--- config.mk ---
export PLATFORM = sky130hd
export DESIGN_NAME = cache_resp_unit_flat
export DESIGN_NICKNAME = d
export VERILOG_FILES = /design/src/design/cache_cfg_pkg.sv /design/src/design/cache_types_pkg.sv /design/src/design/cache_ifc.sv /design/src/design/cache_resp_unit.sv /design/src/flat_wrapper.sv
export SDC_FILE = /design/constraint.sdc
export NUM_CORES = 1
export LEC_CHECK = 0
export BUFFER_PORTS_ARGS = -buffer_cell sky130_fd_sc_hd__buf_4
export CELL_PAD_IN_SITES_DETAIL_PLACEMENT = 0
export CELL_PAD_IN_SITES_GLOBAL_PLACEMENT = 1
export CORE_AREA = 2 2 213 215
export DETAILED_ROUTE_END_ITERATION = 8
export DIE_AREA = 0 0 215 217
export PLACE_DENSITY_LB_ADDON = 0.1
export SETUP_SLACK_MARGIN = 0.15
export SLEW_MARGIN = 10
export SYNTH_ARGS = -nofsm -noshare
export SYNTH_HDL_FRONTEND = slang
export SYNTH_SLANG_ARGS = --single-unit
--- constraint.sdc ---
create_clock -name clk -period 1.4 [get_ports clk]
set_clock_uncertainty 0.05 [all_clocks]
set_input_delay 0.28 -clock clk [delete_from_list [all_inputs] [get_ports clk]]
set_output_delay 0.28 -clock clk [all_outputs]
set_load 0.02 [all_outputs]
--- src/design/cache_cfg_pkg.sv ---
// ----------------------------------------------------------------------
// Cache geometry: address, word, line and tag widths
// and the types built from them
// ----------------------------------------------------------------------

package cache_cfg_pkg;

  parameter int addr_width     = 32;
  parameter int word_width     = 32;
  parameter int words_per_line = 4;
  parameter int line_width     = word_width * words_per_line;  // 128
  parameter int offset_width   = $clog2(line_width / 8);       // Byte offset in a line
  parameter int word_sel_width = $clog2(words_per_line);

  // Every address bit above the line offset is kept as tag
  parameter int tag_width      = addr_width - offset_width;

  typedef logic [addr_width-1:0]     addr_t;
  typedef logic [word_width-1:0]     word_t;
  typedef logic [line_width-1:0]     line_t;
  typedef logic [tag_width-1:0]      tag_t;
  typedef logic [word_sel_width-1:0] word_sel_t;

endpackage

--- src/design/cache_types_pkg.sv ---
// ----------------------------------------------------------------------
// Request opcodes, controller states and memory opcodes
// ----------------------------------------------------------------------

package cache_types_pkg;

  // Processor request kind, code 3 is treated as read
  typedef enum logic [1:0] {
    op_read  = 2'd0,
    op_write = 2'd1,
    op_init  = 2'd2
  } cache_op_e;

  typedef enum logic [3:0] {
    st_idle           = 4'd0,
    st_tag_check      = 4'd1,
    st_init_access    = 4'd2,
    st_read_access    = 4'd3,
    st_write_access   = 4'd4,
    st_evict_request  = 4'd5,
    st_evict_wait     = 4'd6,
    st_refill_request = 4'd7,
    st_refill_wait    = 4'd8,
    st_refill_update  = 4'd9,
    st_resp_wait      = 4'd10
  } ctrl_state_e;

  typedef enum logic {
    mem_read  = 1'b0,
    mem_write = 1'b1
  } mem_op_e;

endpackage

--- src/design/cache_ifc.sv ---
// ----------------------------------------------------------------------
// Decoded request bundle and way-array control/status bundle
// ----------------------------------------------------------------------

`timescale 1ns/100ps

interface cache_req_if #(parameter int num_sets = 8);

  localparam int index_width = $clog2(num_sets);

  logic                          req_start;  // One cycle after acceptance
  cache_types_pkg::cache_op_e    op;
  cache_cfg_pkg::tag_t           tag;
  logic [index_width-1:0]        index;
  cache_cfg_pkg::word_sel_t      word_sel;
  cache_cfg_pkg::word_t          wdata;

  modport source (output req_start, op, tag, index, word_sel, wdata);
  modport sink   (input  req_start, op, tag, index, word_sel, wdata);

endinterface

interface way_if;

  // Controls from the FSM
  logic                  init_en;
  logic                  word_write_en;
  logic                  refill_en;
  logic                  lru_touch;

  // Status from the arrays
  logic                  hit;
  logic                  hit_way;
  logic                  victim_dirty;   // LRU way valid and dirty
  cache_cfg_pkg::tag_t   victim_tag;
  cache_cfg_pkg::line_t  victim_line;
  cache_cfg_pkg::line_t  hit_line;

  modport ctrl   (output init_en, word_write_en, refill_en, lru_touch,
                  input  hit, victim_dirty);
  modport store  (input  init_en, word_write_en, refill_en, lru_touch,
                  output hit, hit_way, victim_dirty, victim_tag, victim_line, hit_line);
  modport result (input  hit, hit_line, victim_tag, victim_line);

endinterface

--- src/design/cache_resp_unit.sv ---
// ----------------------------------------------------------------------
// Processor response register and memory request payload
// ----------------------------------------------------------------------

`timescale 1ns/100ps

module cache_resp_unit (
  input  logic                       clk,
  input  logic                       reset,
  input  logic                       resp_capture,
  input  logic                       evict_select,
  cache_req_if.sink                  req,
  way_if.result                      ways,
  output logic [1:0]                 cacheresp_type,
  output cache_cfg_pkg::word_t       cacheresp_data,
  output logic                       cacheresp_hit,
  output cache_types_pkg::mem_op_e   memreq_type,
  output cache_cfg_pkg::addr_t       memreq_addr,
  output cache_cfg_pkg::line_t       memreq_data
);

  localparam int ww = cache_cfg_pkg::word_width;

  logic                   check_hit;  // Tag check result before any refill
  cache_cfg_pkg::word_t   read_word;
  cache_cfg_pkg::tag_t    line_tag;

  // Arrays are stable from req_start through tag check
  always_ff @(posedge clk) begin
    if (req.req_start) check_hit <= ways.hit;
  end

  assign read_word = ways.hit_line[req.word_sel*ww +: ww];

  always_ff @(posedge clk) begin
    if (reset) begin
      cacheresp_type <= 2'd0;
      cacheresp_hit  <= 1'b0;
      cacheresp_data <= '0;
    end else if (resp_capture) begin
      cacheresp_type <= req.op;
      cacheresp_hit  <= check_hit && (req.op != cache_types_pkg::op_init);
      cacheresp_data <= (req.op == cache_types_pkg::op_read) ? read_word : '0;
    end
  end

  // ----------------------------------------------------------------------
  // Memory request, write-back of the victim or refill of the request line
  // ----------------------------------------------------------------------

  assign line_tag    = evict_select ? ways.victim_tag : req.tag;
  assign memreq_addr = {line_tag, {cache_cfg_pkg::offset_width{1'b0}}};
  assign memreq_type = evict_select ? cache_types_pkg::mem_write : cache_types_pkg::mem_read;
  assign memreq_data = ways.victim_line;

endmodule

--- src/flat_wrapper.sv ---
// flat-port wrapper written by rule: the top's interface ports become plain ports
module cache_resp_unit_flat 
  (clk, reset, resp_capture, evict_select, cacheresp_type, cacheresp_data, cacheresp_hit, memreq_type, memreq_addr, memreq_data, req_req_start, req_op, req_tag, req_index, req_word_sel, req_wdata, ways_hit, ways_hit_line, ways_victim_tag, ways_victim_line);
  cache_req_if req_i ();
  way_if ways_i ();
  input  logic clk;
  input  logic reset;
  input  logic resp_capture;
  input  logic evict_select;
  output logic [1:0] cacheresp_type;
  output cache_cfg_pkg::word_t cacheresp_data;
  output logic cacheresp_hit;
  output cache_types_pkg::mem_op_e memreq_type;
  output cache_cfg_pkg::addr_t memreq_addr;
  output cache_cfg_pkg::line_t memreq_data;
  input wire logic [$bits(req_i.req_start)-1:0] req_req_start;
  input wire logic [$bits(req_i.op)-1:0] req_op;
  input wire logic [$bits(req_i.tag)-1:0] req_tag;
  input wire logic [$bits(req_i.index)-1:0] req_index;
  input wire logic [$bits(req_i.word_sel)-1:0] req_word_sel;
  input wire logic [$bits(req_i.wdata)-1:0] req_wdata;
  input wire logic [$bits(ways_i.hit)-1:0] ways_hit;
  input wire logic [$bits(ways_i.hit_line)-1:0] ways_hit_line;
  input wire logic [$bits(ways_i.victim_tag)-1:0] ways_victim_tag;
  input wire logic [$bits(ways_i.victim_line)-1:0] ways_victim_line;
  assign req_i.req_start = req_req_start;
  assign req_i.op = req_op;
  assign req_i.tag = req_tag;
  assign req_i.index = req_index;
  assign req_i.word_sel = req_word_sel;
  assign req_i.wdata = req_wdata;
  assign ways_i.hit = ways_hit;
  assign ways_i.hit_line = ways_hit_line;
  assign ways_i.victim_tag = ways_victim_tag;
  assign ways_i.victim_line = ways_victim_line;
  cache_resp_unit u_core (.clk(clk), .reset(reset), .resp_capture(resp_capture), .evict_select(evict_select), .req(req_i), .ways(ways_i), .cacheresp_type(cacheresp_type), .cacheresp_data(cacheresp_data), .cacheresp_hit(cacheresp_hit), .memreq_type(memreq_type), .memreq_addr(memreq_addr), .memreq_data(memreq_data));
endmodule
Yosys cells after proc, flatten, opt, wreduce, memory -nomap -nowiden
Index checks and enable logic that the tools add are counted.
{"block": "totals", "regBits": 36, "in_bits": 357, "out_inout_bits": 196, "word_cells": 11}
{"block": "classes", "n_eq_ne": 1, "shift": 1, "muxes": 3, "reduce_logical": 2}
{"op": "128-bit by 8-bit indexed part select with 32-bit output", "count": 1}
{"op": "32-bit two-way mux", "count": 1}
{"op": "28-bit two-way mux", "count": 1}
{"op": "2-bit zero test", "count": 1}
{"op": "2-bit != test, second input constant", "count": 1}
{"op": "1-bit logical AND", "count": 1}
{"op": "1-bit two-way mux", "count": 1}

Logic depth before layout (Yosys ltp)
Gate-level depths: netlist of the first run.
{"block": "depth", "word_depth": 2, "ltp_mapped": 5, "depth_no_buf": 3}

Least setup slack after synthesis of the first run
No wires, ideal clock.
{"block": "synth_path", "kind": "input port to output port", "startpoint": "input evict_select", "endpoint": "output memreq_addr[11]", "t_arrival_ns": 1.095, "required_ns": 1.070, "setup_slack_ns": -0.025, "path_stages": 3, "n_path_buf": 2, "cell_sequence": "buf_2 > buf_2 > mux2_2"}
{"block": "synth_via", "elab_chain_cells": 1}
{"element": "start: declaration", "line": "flat_wrapper.sv:9", "text": "input logic evict_select;"}
{"element": "28-bit two-way mux", "line": "cache_resp_unit.sv:51", "text": "assign line_tag = evict_select ? ways.victim_tag : req.tag;"}
{"element": "end: declaration", "line": "flat_wrapper.sv:14", "text": "output cache_cfg_pkg::addr_t memreq_addr;"}
Every way passes these cells.

Final worst setup path of the first run
{"block": "layout_path", "startpoint": "input evict_select", "endpoint": "output memreq_addr[20]"}
The elaborated chain is that of the path after synthesis.

==> results by group, run 1 <==
Synthesis
  – Post-synthesis cell count: 427
  – Synth cell types: 21
  – Top-area cell type share of the netlist area: 24.15%
  – #FFs+latches synth: 36
  – YS warnings: 0
  – Area contributors post-synth: buf_4 (24%), dfxtp_1 (17%), mux2i_1 (16%), a2111oi_2 (11%), mux2_2 (7.6%)
  – Post-Syn Area: 4135 sq um
  – Post-Syn Area per Cell: 9.684 sq um
  – Seq/Total Area, Yosys: 17.67%
  – Post-synth top area cell: buf_4

STA
  – Fin. Hold Viols: 0
  – Max-slew violations: 0
  – Fmax: 0.7495 GHz
  – Fin crit period: 1.334 ns
  – RSZ-0062 raised after global routing: true
  – Fin Hold WS: 0.1034 ns
  – Fin crit share: 95.30%
  – Final setup viols: 0

Layout
  – Seq. cell area: 738.2 sq um
  – Final net count: 943
  – Fill cell count: 5113
  – Layout cells sized above 1: 72.91%
  – Ant diodes: 0
  – Non-filler cells, final: 1187
  – Final Util: 15.59%
  – Footprint of the multi-input gates: 2608 sq um
  – Growth of design area from synthesis to finish: 68.56%

Global routing
  – GR Overflow Total: 0
  – First-pass GRT wire length: 27460 um
  – Met3 Track Usage GR: 3.746%
  – Met2 Usage GRT: 14.01%
  – Initial antenna violation count: 0
  – Vias in the first global route: 4239
  – Largest net degree at the start of global routing: 35
  – Most Crowded Layer GR: met2
  – Met1 usage: 8.631%
  – Gr usage total: 7.984%

Critical path
  – Crit path largest cell delay: 0.30 ns
  – Critical path, cell by cell: buf_12 > clkbuf_16 > mux2_4 > buf_6
  – Slowest cell on crit path: mux2_4
  – Buf/Inv on CP: 3
  – Crit path DAT: 1.00 ns
  – Flop2flop setup slack: 0.29 ns
  – FF-to-FF path depth: 3
  – Critical Path Start Type: input pin
  – Reg-to-reg endpoint: u_core.cacheresp_data[29]$_SDFFE_PP0P_
  – Required @ worst endpoint: 1.07 ns
  – Family with the most delay on the worst path: buffers and inverters
  – Element type at the critical path end: output port
  – Critical R2R Launch: u_core.cacheresp_data[29]$_SDFFE_PP0P_
  – Crit Path Category: in2out
  – CP Max Fanout: 7

Worst hold path
  – Worst hold stages: 1
  – Hold crit path type: in2reg
  – Worst Hold Endpoint: u_core.check_hit$_DFFE_PP_
  – Hold wc startpoint: ways_hit

Placed design
  – HPWL after DPL: 15510 um
  – Gpl congestion: 0.7145
  – # port buffers: 257
  – Placed instance count: 1173

Clocking
  – CTS Hold Buffers Added: 0
  – CTS buffer count: 5
  – CTS Buffer Depth: 2
  – Clock slew at reported path FFs: 0.07 ns
  – H-tree levels: 2
  – Worst skew pair latency: 0.30 ns
  – Postcts setup bufs: 0
  – CTS sink cnt: 36
  – Root Driver: clkbuf_16
  – CTS tree: yes

Detailed routing
  – Routed wire per std cell: 17.14 um
  – ANT nets after route: 0
  – Total wire length: 20340 um
  – # DRC: 0
  – DR vias/cell: 3.152
  – Iter 0 DRT Violations: 38
  – Vias: 3741
  – Initial DRT Pass Iterations: 4

Status
  – Status: complete, no violations

Power
  – Net Sw Frac: 30.85%
  – Comb power frac: 41.5%
  – Int Power: 0.002778 W
  – Clk network pwr share: 31.4%
  – Sequential share of power: 27.1%
  – Leak pwr: 3.226 nW
  – Pwr Density: 576.4 nW/um^2
  – Total Power: 0.004018 W
  – Worst ir drop on vdd: 0.3684 mV
  – Net switching power: 0.001240 W

Floorplan
  – Die area: 46660 sq um
  – Ports: 553
  – Width of the die: 215 um
  – Placeable Area: 44700 sq um
  – Starting Density: 9.251%
  – Row count: 78
  – Die H: 217 um

Job
  – Max_cap viols: 0
per-stage QoR:
stage,cell area [sq um],setup TNS [ns],worst slack (ns)
6_report,6970,0,0.06576
5_1_grt,6970,0,0.05827
4_1_cts,6708,0,0.04500
3_5_place_dp,6404,-3.253,-0.1716
3_3_place_gp,6404,-2.402,-0.1263
2_1_floorplan,4497,0,0.1074
state kept, by name (all words and copies together), names as in the netlist:
name and flops:
u_core.cacheresp_type 2, u_core.cacheresp_hit 1, u_core.check_hit 1, u_core.cacheresp_data 32
how the worst max path moves through the flow:
| stage | slack, ns | cells after the start | end | start |
|---|---|---|---|---|
| 2_1_floorplan | 0.11 | 3 | memreq_addr[11] | evict_select |
| 3_3_place_gp | -0.13 | 6 | u_core.cacheresp_data[16]$_SDFFE_PP0P_ | req_word_sel[0] |
| 3_5_place_dp | -0.17 | 6 | u_core.cacheresp_data[16]$_SDFFE_PP0P_ | req_word_sel[0] |
| 4_1_cts | 0.04 | 4 | memreq_addr[14] | evict_select |
| 5_1_grt | 0.06 | 4 | memreq_addr[20] | evict_select |
| 6_report | 0.07 | 4 | memreq_addr[20] | evict_select |
metal layers:
metal / vias up / wire (um)
li1: 1709 / -
met1: 1746 / 8120
met2: 260 / 9952
met3: 26 / 1998
met4: 0 / 271
met5: - / 0
Yosys cell counts:
library cell and n:
buf_4 133, mux2i_1 66, dfxtp_1 35, nand2b_1 33
and3_1 32, and3b_1 32, a2111oi_2 31, mux2_2 28
clkbuf_1 11, buf_2 7, buf_12 3, buf_6 3
buf_8 3, nor2_1 3, a2111oi_4 1, a21oi_1 1
conb_1 1, edfxtp_1 1, inv_1 1, nand2_1 1
o211ai_1 1
what timing repair did:
item                                   CTS  global route
gates resized for setup                 31            42
setup endpoints to repair               31            38
endpoints found under the hold margin    0             0
cloned                                   2             4
pin swaps                                0             2
logic make-up (layout without fill, tap and decap cells):
| group | Yosys count | after routing | synth area share [%] |
|---|---|---|---|
| AND/OR/NAND/NOR | 101 | 101 | 16.97 |
| other | 1 | 4 | 0.09068 |
| buffers and inverters | 161 | 318 | 29.44 |
| multiplexers | 94 | 94 | 23.60 |
| flip-flops | 36 | 36 | 17.67 |
| AO/OA/AOI/OAI | 34 | 34 | 12.22 |
area by class of cell:
cell class	count	share of cell area, %
clock buffer	8	2.100
sequential	36	10.59
timing repair buffer	309	39.08
inverter	1	0.05385
tap	600	10.77
multi-input combinational	233	37.41
placed cells by master, fill, tap and decap left out, drive strengths merged:
master   Yosys  routed
conb         1       4
dfxtp       35      35
nand2b      33      33
nand2        1       1
inv          1       1
o211ai       1       1
mux2i       66      66
buf        149     305
and3b       32      32
clkbuf      11      12
a2111oi     32      32
nor2         3       3
a21oi        1       1
edfxtp       1       1
mux2        28      28
and3        32      32
power by group through the flow:
stage | clock network, W | registers [W] | logic, W
3_3_place_gp | 0 | 0.00111 | 0.00151
6_report | 0.00126 | 0.00109 | 0.00167
2_1_floorplan | 0 | 0.00114 | 0.00125
5_1_grt | 0.00141 | 0.00110 | 0.00179
3_5_place_dp | 0 | 0.00111 | 0.00152
4_1_cts | 0.00138 | 0.00109 | 0.00159
(Power assumes the default switching activity.)
==> run 2: changes to the inputs <==
Settings changed: ABC_AREA set to 1, CORE_AREA 2 2 213 215 to 2 2 212 214, DIE_AREA 0 0 215 217 to 0 0 214 216.
==> run 2 against run 1 <==
Hold slack improved by 0.0030 ns. First-iteration DRC count increased by 97%. Critical path depth unchanged. Non-clock buffer count decreased by 35. Setup slack improved by 0.016 ns. Flip-flop and latch count unchanged. Synthesized cell count increased by 62%. Wire length increased by 2.4%. Fmax increased by 1.2%. Count of clock-buffer cells in the layout decreased by 2. Register-to-register slack improved by 0.20 ns. Synthesized area decreased by 0.97%. Critical endpoint is now memreq_addr[28]. Largest power group unchanged.
==> results by group, run 2 <==
Power
  – Int Power: 0.002525 W (-9.1%)
  – Leak pwr: 3.369 nW (+4.5%)
  – Sequential share of power: 28.7% (+1.6 points)
  – Pwr Density: 604.4 nW/um^2 (+4.9%)
  – Total Power: 0.003770 W (-6.2%)
  – Worst ir drop on vdd: 0.3195 mV (-13%)
  – Comb power frac: 39.7% (-1.8 points)
  – Net switching power: 0.001245 W (+0.43%)
  – Clk network pwr share: 31.6% (+0.2 points)
  – Net Sw Frac: 33.02% (+2.2 points)

Synthesis
  – Post-synthesis cell count: 693 (+62%)
  – Synth top cells by count: nand2_1 (226), buf_4 (135), inv_1 (130), nand3_1 (64), dfxtp_1 (35)
  – Synth cell types: 17 (-19%)
  – #FFs+latches synth: 36 (unchanged)
  – Area contributors post-synth: buf_4 (25%), nand2_1 (21%), dfxtp_1 (17%), inv_1 (12%), nand3_1 (7.8%)
  – Top-area cell type share of the netlist area: 24.75% (+0.60 points)
  – Post-Syn Area per Cell: 5.909 sq um (-39%)
  – Main synth FF type: dfxtp_1
  – YS warnings: 0 (unchanged)
  – Seq/Total Area, Yosys: 17.84% (+0.17 points)
  – Post-synth top area cell: buf_4
  – Synth async-reset ratio: 0% (unchanged)
  – Number of enable flip-flop cells after synthesis: 1 (unchanged)
  – Post-Syn Area: 4095 sq um (-0.97%)
  – Most common cell in the netlist: nand2_1

Global routing
  – GR Overflow Total: 0 (unchanged)
  – Initial antenna violation count: 0 (unchanged)
  – Vias in the first global route: 4649 (+9.7%)
  – First-pass GRT wire length: 30440 um (+11%)
  – Largest net degree at the start of global routing: 65 (+86%)
  – Gr usage total: 8.855% (+0.87 points)

Detailed routing
  – Vias: 4304 (+15%)
  – Initial DRT Pass Iterations: 4 (unchanged)
  – Routed wire per std cell: 14.84 um (-13%)
  – Iter 0 DRT Violations: 75 (+97%)
  – DR vias/cell: 3.066 (-2.7%)
  – ANT nets after route: 0 (unchanged)
  – Total wire length: 20830 um (+2.4%)
  – # DRC: 0 (unchanged)

Status
  – Status: complete, no violations

Layout
  – Biggest regs: u_core.cacheresp_data x32, u_core.cacheresp_type x2
  – Final Util: 14.23% (-1.4 points)
  – Most common cell after layout, fill and taps aside: buf_4
  – Final net count: 1168 (+24%)
  – Biggest register: u_core.cacheresp_data
  – Commonest non-fill, non-tap cells in the layout: buf_4 (234), nand2_1 (226), inv_1 (129)
  – Number of flip-flops under the largest register name: 32 (unchanged)
  – Ant diodes: 0 (unchanged)
  – Fill cell count: 5181 (+1.3%)
  – Layout cells sized above 1: 38.55% (-34 points)
  – Fin area: 6237 sq um (-11%)
  – Growth of design area from synthesis to finish: 52.31%

Placed design
  – Placed cell area: 5838 sq um (-8.8%)
  – HPWL after DPL: 16700 um (+7.7%)
  – # port buffers: 257 (unchanged)
  – Pre-CTS setup slack: -0.009588 ns (+0.1620 ns)
  – Gpl congestion: 0.7128 (-0.24%)

Critical path
  – Crit Path Category: in2out
  – CP Max Fanout: 8 (+1)
  – Required @ worst endpoint: 1.07 ns (about the same)
  – Critical Path Start Type: input pin
  – Crit path DAT: 0.99 ns (about the same)
  – Element type at the critical path end: output port

Floorplan
  – Starting Density: 9.342% (+0.091 points)
  – Die area: 46220 sq um (-0.92%)
  – Ports: 553 (unchanged)
  – Die H: 216 um (-0.46%)
  – Row count: 77 (-1.3%)
  – Width of the die: 214 um (-0.47%)
  – Placeable Area: 43840 sq um (-1.9%)

Clocking
  – CTS buffer count: 5 (unchanged)
  – H-tree levels: 2 (unchanged)
  – Worst skew pair latency: 0.30 ns (about the same)
  – CTS tree: yes
  – Clock slew at reported path FFs: 0.07 ns (about the same)
  – CTS Hold Buffers Added: 0 (unchanged)
  – Root Driver: clkbuf_16
  – CTS sink cnt: 36 (unchanged)
  – CTS Buffer Depth: 2 (unchanged)

STA
  – Fin. Hold Viols: 0 (unchanged)
  – RSZ-0062 raised after global routing: true
  – Final setup viols: 0 (unchanged)
  – Final WS setup: 0.08144 ns (+0.01568 ns)
  – Fmax: 0.7584 GHz (+1.2%)
  – Fin crit period: 1.319 ns (-0.01568 ns)
  – Max-slew violations: 0 (unchanged)
  – Fin crit share: 94.18% (-1.1 points)
  – Fin Hold WS: 0.1063 ns (+0.002978 ns)

Job
  – Max_cap viols: 0 (unchanged)

Worst hold path
  – Hold crit path type: in2reg
run 2: changes by cell type after synthesis, sizes merged, moves of 4 or more:
cell     before  now
a2111oi      32    0
nand3         0   64
a21oi         1   33
inv           1  132
mux2i        66    0
buf         149  153
nand2b       33    0
and3         32    0
nand2         1  226
and3b        32    0
run 2: cell type report:
| class | instances | area, sq um | area share [%] |
|---|---|---|---|
| sequential | 36 | 730.7 | 11.72 |
| clock buffer | 6 | 128.9 | 2.066 |
| inverter | 132 | 495.5 | 7.944 |
| clock inverter | 2 | 12.51 | 0.2006 |
| tap | 592 | 740.7 | 11.88 |
| multi-input combinational | 362 | 1814 | 29.09 |
| timing repair buffer | 274 | 2315 | 37.11 |
run 2: routing by layer:
| metal | vias up | routed length [um] | GRT usage (%) |
|---|---|---|---|
| li1 | 2148 | - | - |
| met1 | 1905 | 8801 | 10.28 |
| met2 | 190 | 9895 | 15.02 |
| met3 | 61 | 1430 | 2.791 |
| met4 | 0 | 701 | 3.683 |
| met5 | - | 0 | 0 |
run 2: power groups by stage:
stage | combinational, W | sequential [W] | clock (W)
2_1_floorplan | 0.00113 | 0.00114 | 0
3_3_place_gp | 0.00144 | 0.00111 | 0
3_5_place_dp | 0.00143 | 0.00111 | 0
4_1_cts | 0.00154 | 0.00108 | 0.00131
5_1_grt | 0.00166 | 0.00109 | 0.00135
6_report | 0.00149 | 0.00108 | 0.00119
run 2: path summary, 6_finish.rpt:
check,depth (start not counted),end,slack [ns],from
max,4,memreq_addr[28],0.08,evict_select
min,1,u_core.check_hit$_DFFE_PP_,0.11,ways_hit
max reg2reg,2,u_core.cacheresp_hit$_SDFFE_PP0P_,0.49,u_core.check_hit$_DFFE_PP_
min reg2reg,2,u_core.cacheresp_data[23]$_SDFFE_PP0P_,0.42,u_core.cacheresp_data[23]$_SDFFE_PP0P_
run 2: repair_timing:
action / 4_1_cts / 5_1_grt
endpoints found under the setup margin: 28 / 28
gates resized for setup: 56 / 6
cloned: 1 / 0
setup buffers: 0 / 0
run 2: worst max-delay path: stages:
cell and delay (ns):
buf_12 0.12, buf_12 0.14, mux2_4 0.30, buf_6 0.13
run 2: kinds of logic (layout without fill, tap and decap cells):
logic type      count (synthesis)  in the layout  share of synthesized area, %
other cells                     1              4                       0.09157
simple gates                  294            294                         29.21
mux                            28             28                         7.699
buf+inv                       298            414                         40.70
flops                          36             36                         17.84
compound gates                 36             36                         4.461
run 2: through the flow:
stage / setup TNS, ns / instances
2_1_floorplan: 0 / 696
3_3_place_gp: -0.05045 / 1395
3_5_place_dp: -0.01167 / 1395
4_1_cts: 0 / 1404
5_1_grt: 0 / 1404
6_report: 0 / 1404
==> run 3: changes to the inputs <==
Settings changed: HOLD_SLACK_MARGIN set to 0.12, SKIP_CTS_REPAIR_TIMING set to 1.
==> run 3 against run 2 <==
Non-clock buffer count grew 2. Via count grew 0.14%. Hold slack gained 0.046 ns. Critical endpoint is now memreq_addr[12]. Cell count grew 0.14%. Critical path type unchanged.
==> results by group, run 3 (synthesis gave the netlist of run 2 again) <==
Detailed routing
  – Initial DRT Pass Iterations: 4 (unchanged)
  – Routed wire per std cell: 14.80 um (-0.24%)
  – ANT nets after route: 0 (unchanged)
  – Total wire length: 20810 um (-0.10%)
  – Iter 0 DRT Violations: 75 (unchanged)
  – Vias: 4310 (+0.14%)
  – DR vias/cell: 3.065 (about the same)
  – # DRC: 0 (unchanged)

Status
  – Status: complete, no violations

Placed design
  – HPWL after DPL: 16700 um (unchanged)
  – Gpl congestion: 0.7128 (unchanged)
  – Placed instance count: 1395 (unchanged)
  – # port buffers: 257 (unchanged)

Critical path
  – Element type at the critical path end: output port
  – CP endpoint: memreq_addr[12]
  – Critical R2R Launch: u_core.check_hit$_DFFE_PP_
  – Required @ worst endpoint: 1.07 ns (about the same)
  – Crit Path Category: in2out
  – Reg-to-reg endpoint: u_core.cacheresp_hit$_SDFFE_PP0P_
  – FF-to-FF path depth: 2 (unchanged)
  – Critical Path Start Type: input pin
  – Crit path DAT: 1.00 ns (about the same)
  – Crit. Startpoint: evict_select
  – CP Max Fanout: 7 (-1)
  – Flop2flop setup slack: 0.50 ns (about the same)

Global routing
  – First-pass GRT wire length: 30140 um (-0.97%)
  – Gr usage total: 8.780% (-0.075 points)
  – Largest net degree at the start of global routing: 65 (unchanged)
  – GR Overflow Total: 0 (unchanged)
  – Vias in the first global route: 4592 (-1.2%)
  – Initial antenna violation count: 0 (unchanged)

STA
  – Fin crit share: 95.31% (+1.1 points)
  – Fin Setup TNS: 0 ns (unchanged)
  – Fin crit period: 1.334 ns (+0.01578 ns)
  – Fin Hold WS: 0.1528 ns (+0.04650 ns)
  – Max-slew violations: 0 (unchanged)
  – Fmax: 0.7494 GHz (-1.2%)
  – Fin. Hold Viols: 0 (unchanged)
  – Final setup viols: 0 (unchanged)
  – RSZ-0062 raised after global routing: true

Layout
  – Number of flip-flops under the largest register name: 32 (unchanged)
  – Layout cells sized above 1: 38.45% (-0.095 points)
  – Commonest non-fill, non-tap cells in the layout: buf_4 (234), nand2_1 (226), inv_1 (129)
  – Ant diodes: 0 (unchanged)
  – Growth of design area from synthesis to finish: 51.63%
  – Footprint of the multi-input gates: 1769 sq um (-2.5%)
  – Biggest register: u_core.cacheresp_data
  – Final Util: 14.17% (-0.063 points)
  – Seq. cell area: 730.7 sq um (unchanged)
  – Most common cell after layout, fill and taps aside: buf_4
  – Biggest regs: u_core.cacheresp_data x32, u_core.cacheresp_type x2
  – Fill cell count: 5186 (+0.097%)
  – Non-filler cells, final: 1406 (+0.14%)
  – Final net count: 1170 (+0.17%)

Floorplan
  – Die H: 216 um (unchanged)
  – Width of the die: 214 um (unchanged)
  – Placeable Area: 43840 sq um (unchanged)
  – Die area: 46220 sq um (unchanged)
  – Row count: 77 (unchanged)
  – Ports: 553 (unchanged)
  – Starting Density: 9.342% (unchanged)

Clocking
  – CTS sink cnt: 36 (unchanged)
  – H-tree levels: 2 (unchanged)
  – CTS Buffer Depth: 2 (unchanged)
  – CTS buffer count: 5 (unchanged)
  – CTS tree: yes
  – Root Driver: clkbuf_16
  – Clock slew at reported path FFs: 0.07 ns (about the same)
  – Worst skew pair latency: 0.29 ns (about the same)

Worst hold path
  – Worst hold stages: 2 (+1)
  – Hold crit path type: in2reg

Job
  – Max_cap viols: 0 (unchanged)

Power
  – Total Power: 0.003742 W (-0.73%)
  – Pwr Density: 602.6 nW/um^2 (-0.29%)
  – Worst ir drop on vdd: 0.3195 mV (about the same)
  – Leak pwr: 3.326 nW (-1.3%)
==> run 3: per-stage QoR <==
stage	setup WS [ns]	cell area (sq um)
after floorplan	0.1074	4121
after global placement	-0.01158	5838
after detailed placement	-0.009588	5838
after CTS	-0.01643	5979
after global routing	0.05033	6210
final	0.06566	6210
==> run 3: cell type report <==
cell class | count | area share, %
multi-input cells | 362 | 28.49
well taps | 592 | 11.93
flip-flops and latches | 36 | 11.77
clock inverters | 2 | 0.2015
inverters | 132 | 7.979
repair buffers | 276 | 37.56
clock buffers | 6 | 2.075
==> run 3: layer usage <==
metal / global-route usage, % / part of all wire (%) / vias to the layer above
met1: 10.22 / 42 / 1905
met3: 2.875 / 6.7 / 61
met5: 0 / 0 / -
met4: 3.683 / 3.4 / 0
met2: 14.76 / 47 / 190
li1: - / - / 2154
==> run 3: where the power goes <==
part | switching, W | leakage (nW) | internal [W]
clock | 0.000522 | 0.0669 | 0.000660
sequential | 0.0000201 | 0.294 | 0.00106
combinational | 0.000689 | 2.97 | 0.000789
==> run 3: worst min path at each step <==
stage / startpoint / to / slack, ns
finish: req_op[1] / u_core.cacheresp_hit$_SDFFE_PP0P_ / 0.15
global route: req_op[1] / u_core.cacheresp_hit$_SDFFE_PP0P_ / 0.14
CTS: ways_hit / u_core.check_hit$_DFFE_PP_ / 0.09
detailed placement: u_core.cacheresp_data[23]$_SDFFE_PP0P_ / u_core.cacheresp_data[23]$_SDFFE_PP0P_ / 0.41
global placement: u_core.cacheresp_type[1]$_SDFFE_PP0P_ / u_core.cacheresp_type[1]$_SDFFE_PP0P_ / 0.41
floorplan: req_op[1] / u_core.cacheresp_hit$_SDFFE_PP0P_ / 0.33
==> run 3: worst max-delay path, stage by stage <==
cell       delay [ns]
buf_12           0.12
clkbuf_16        0.16
mux2_4           0.30
buf_6            0.13
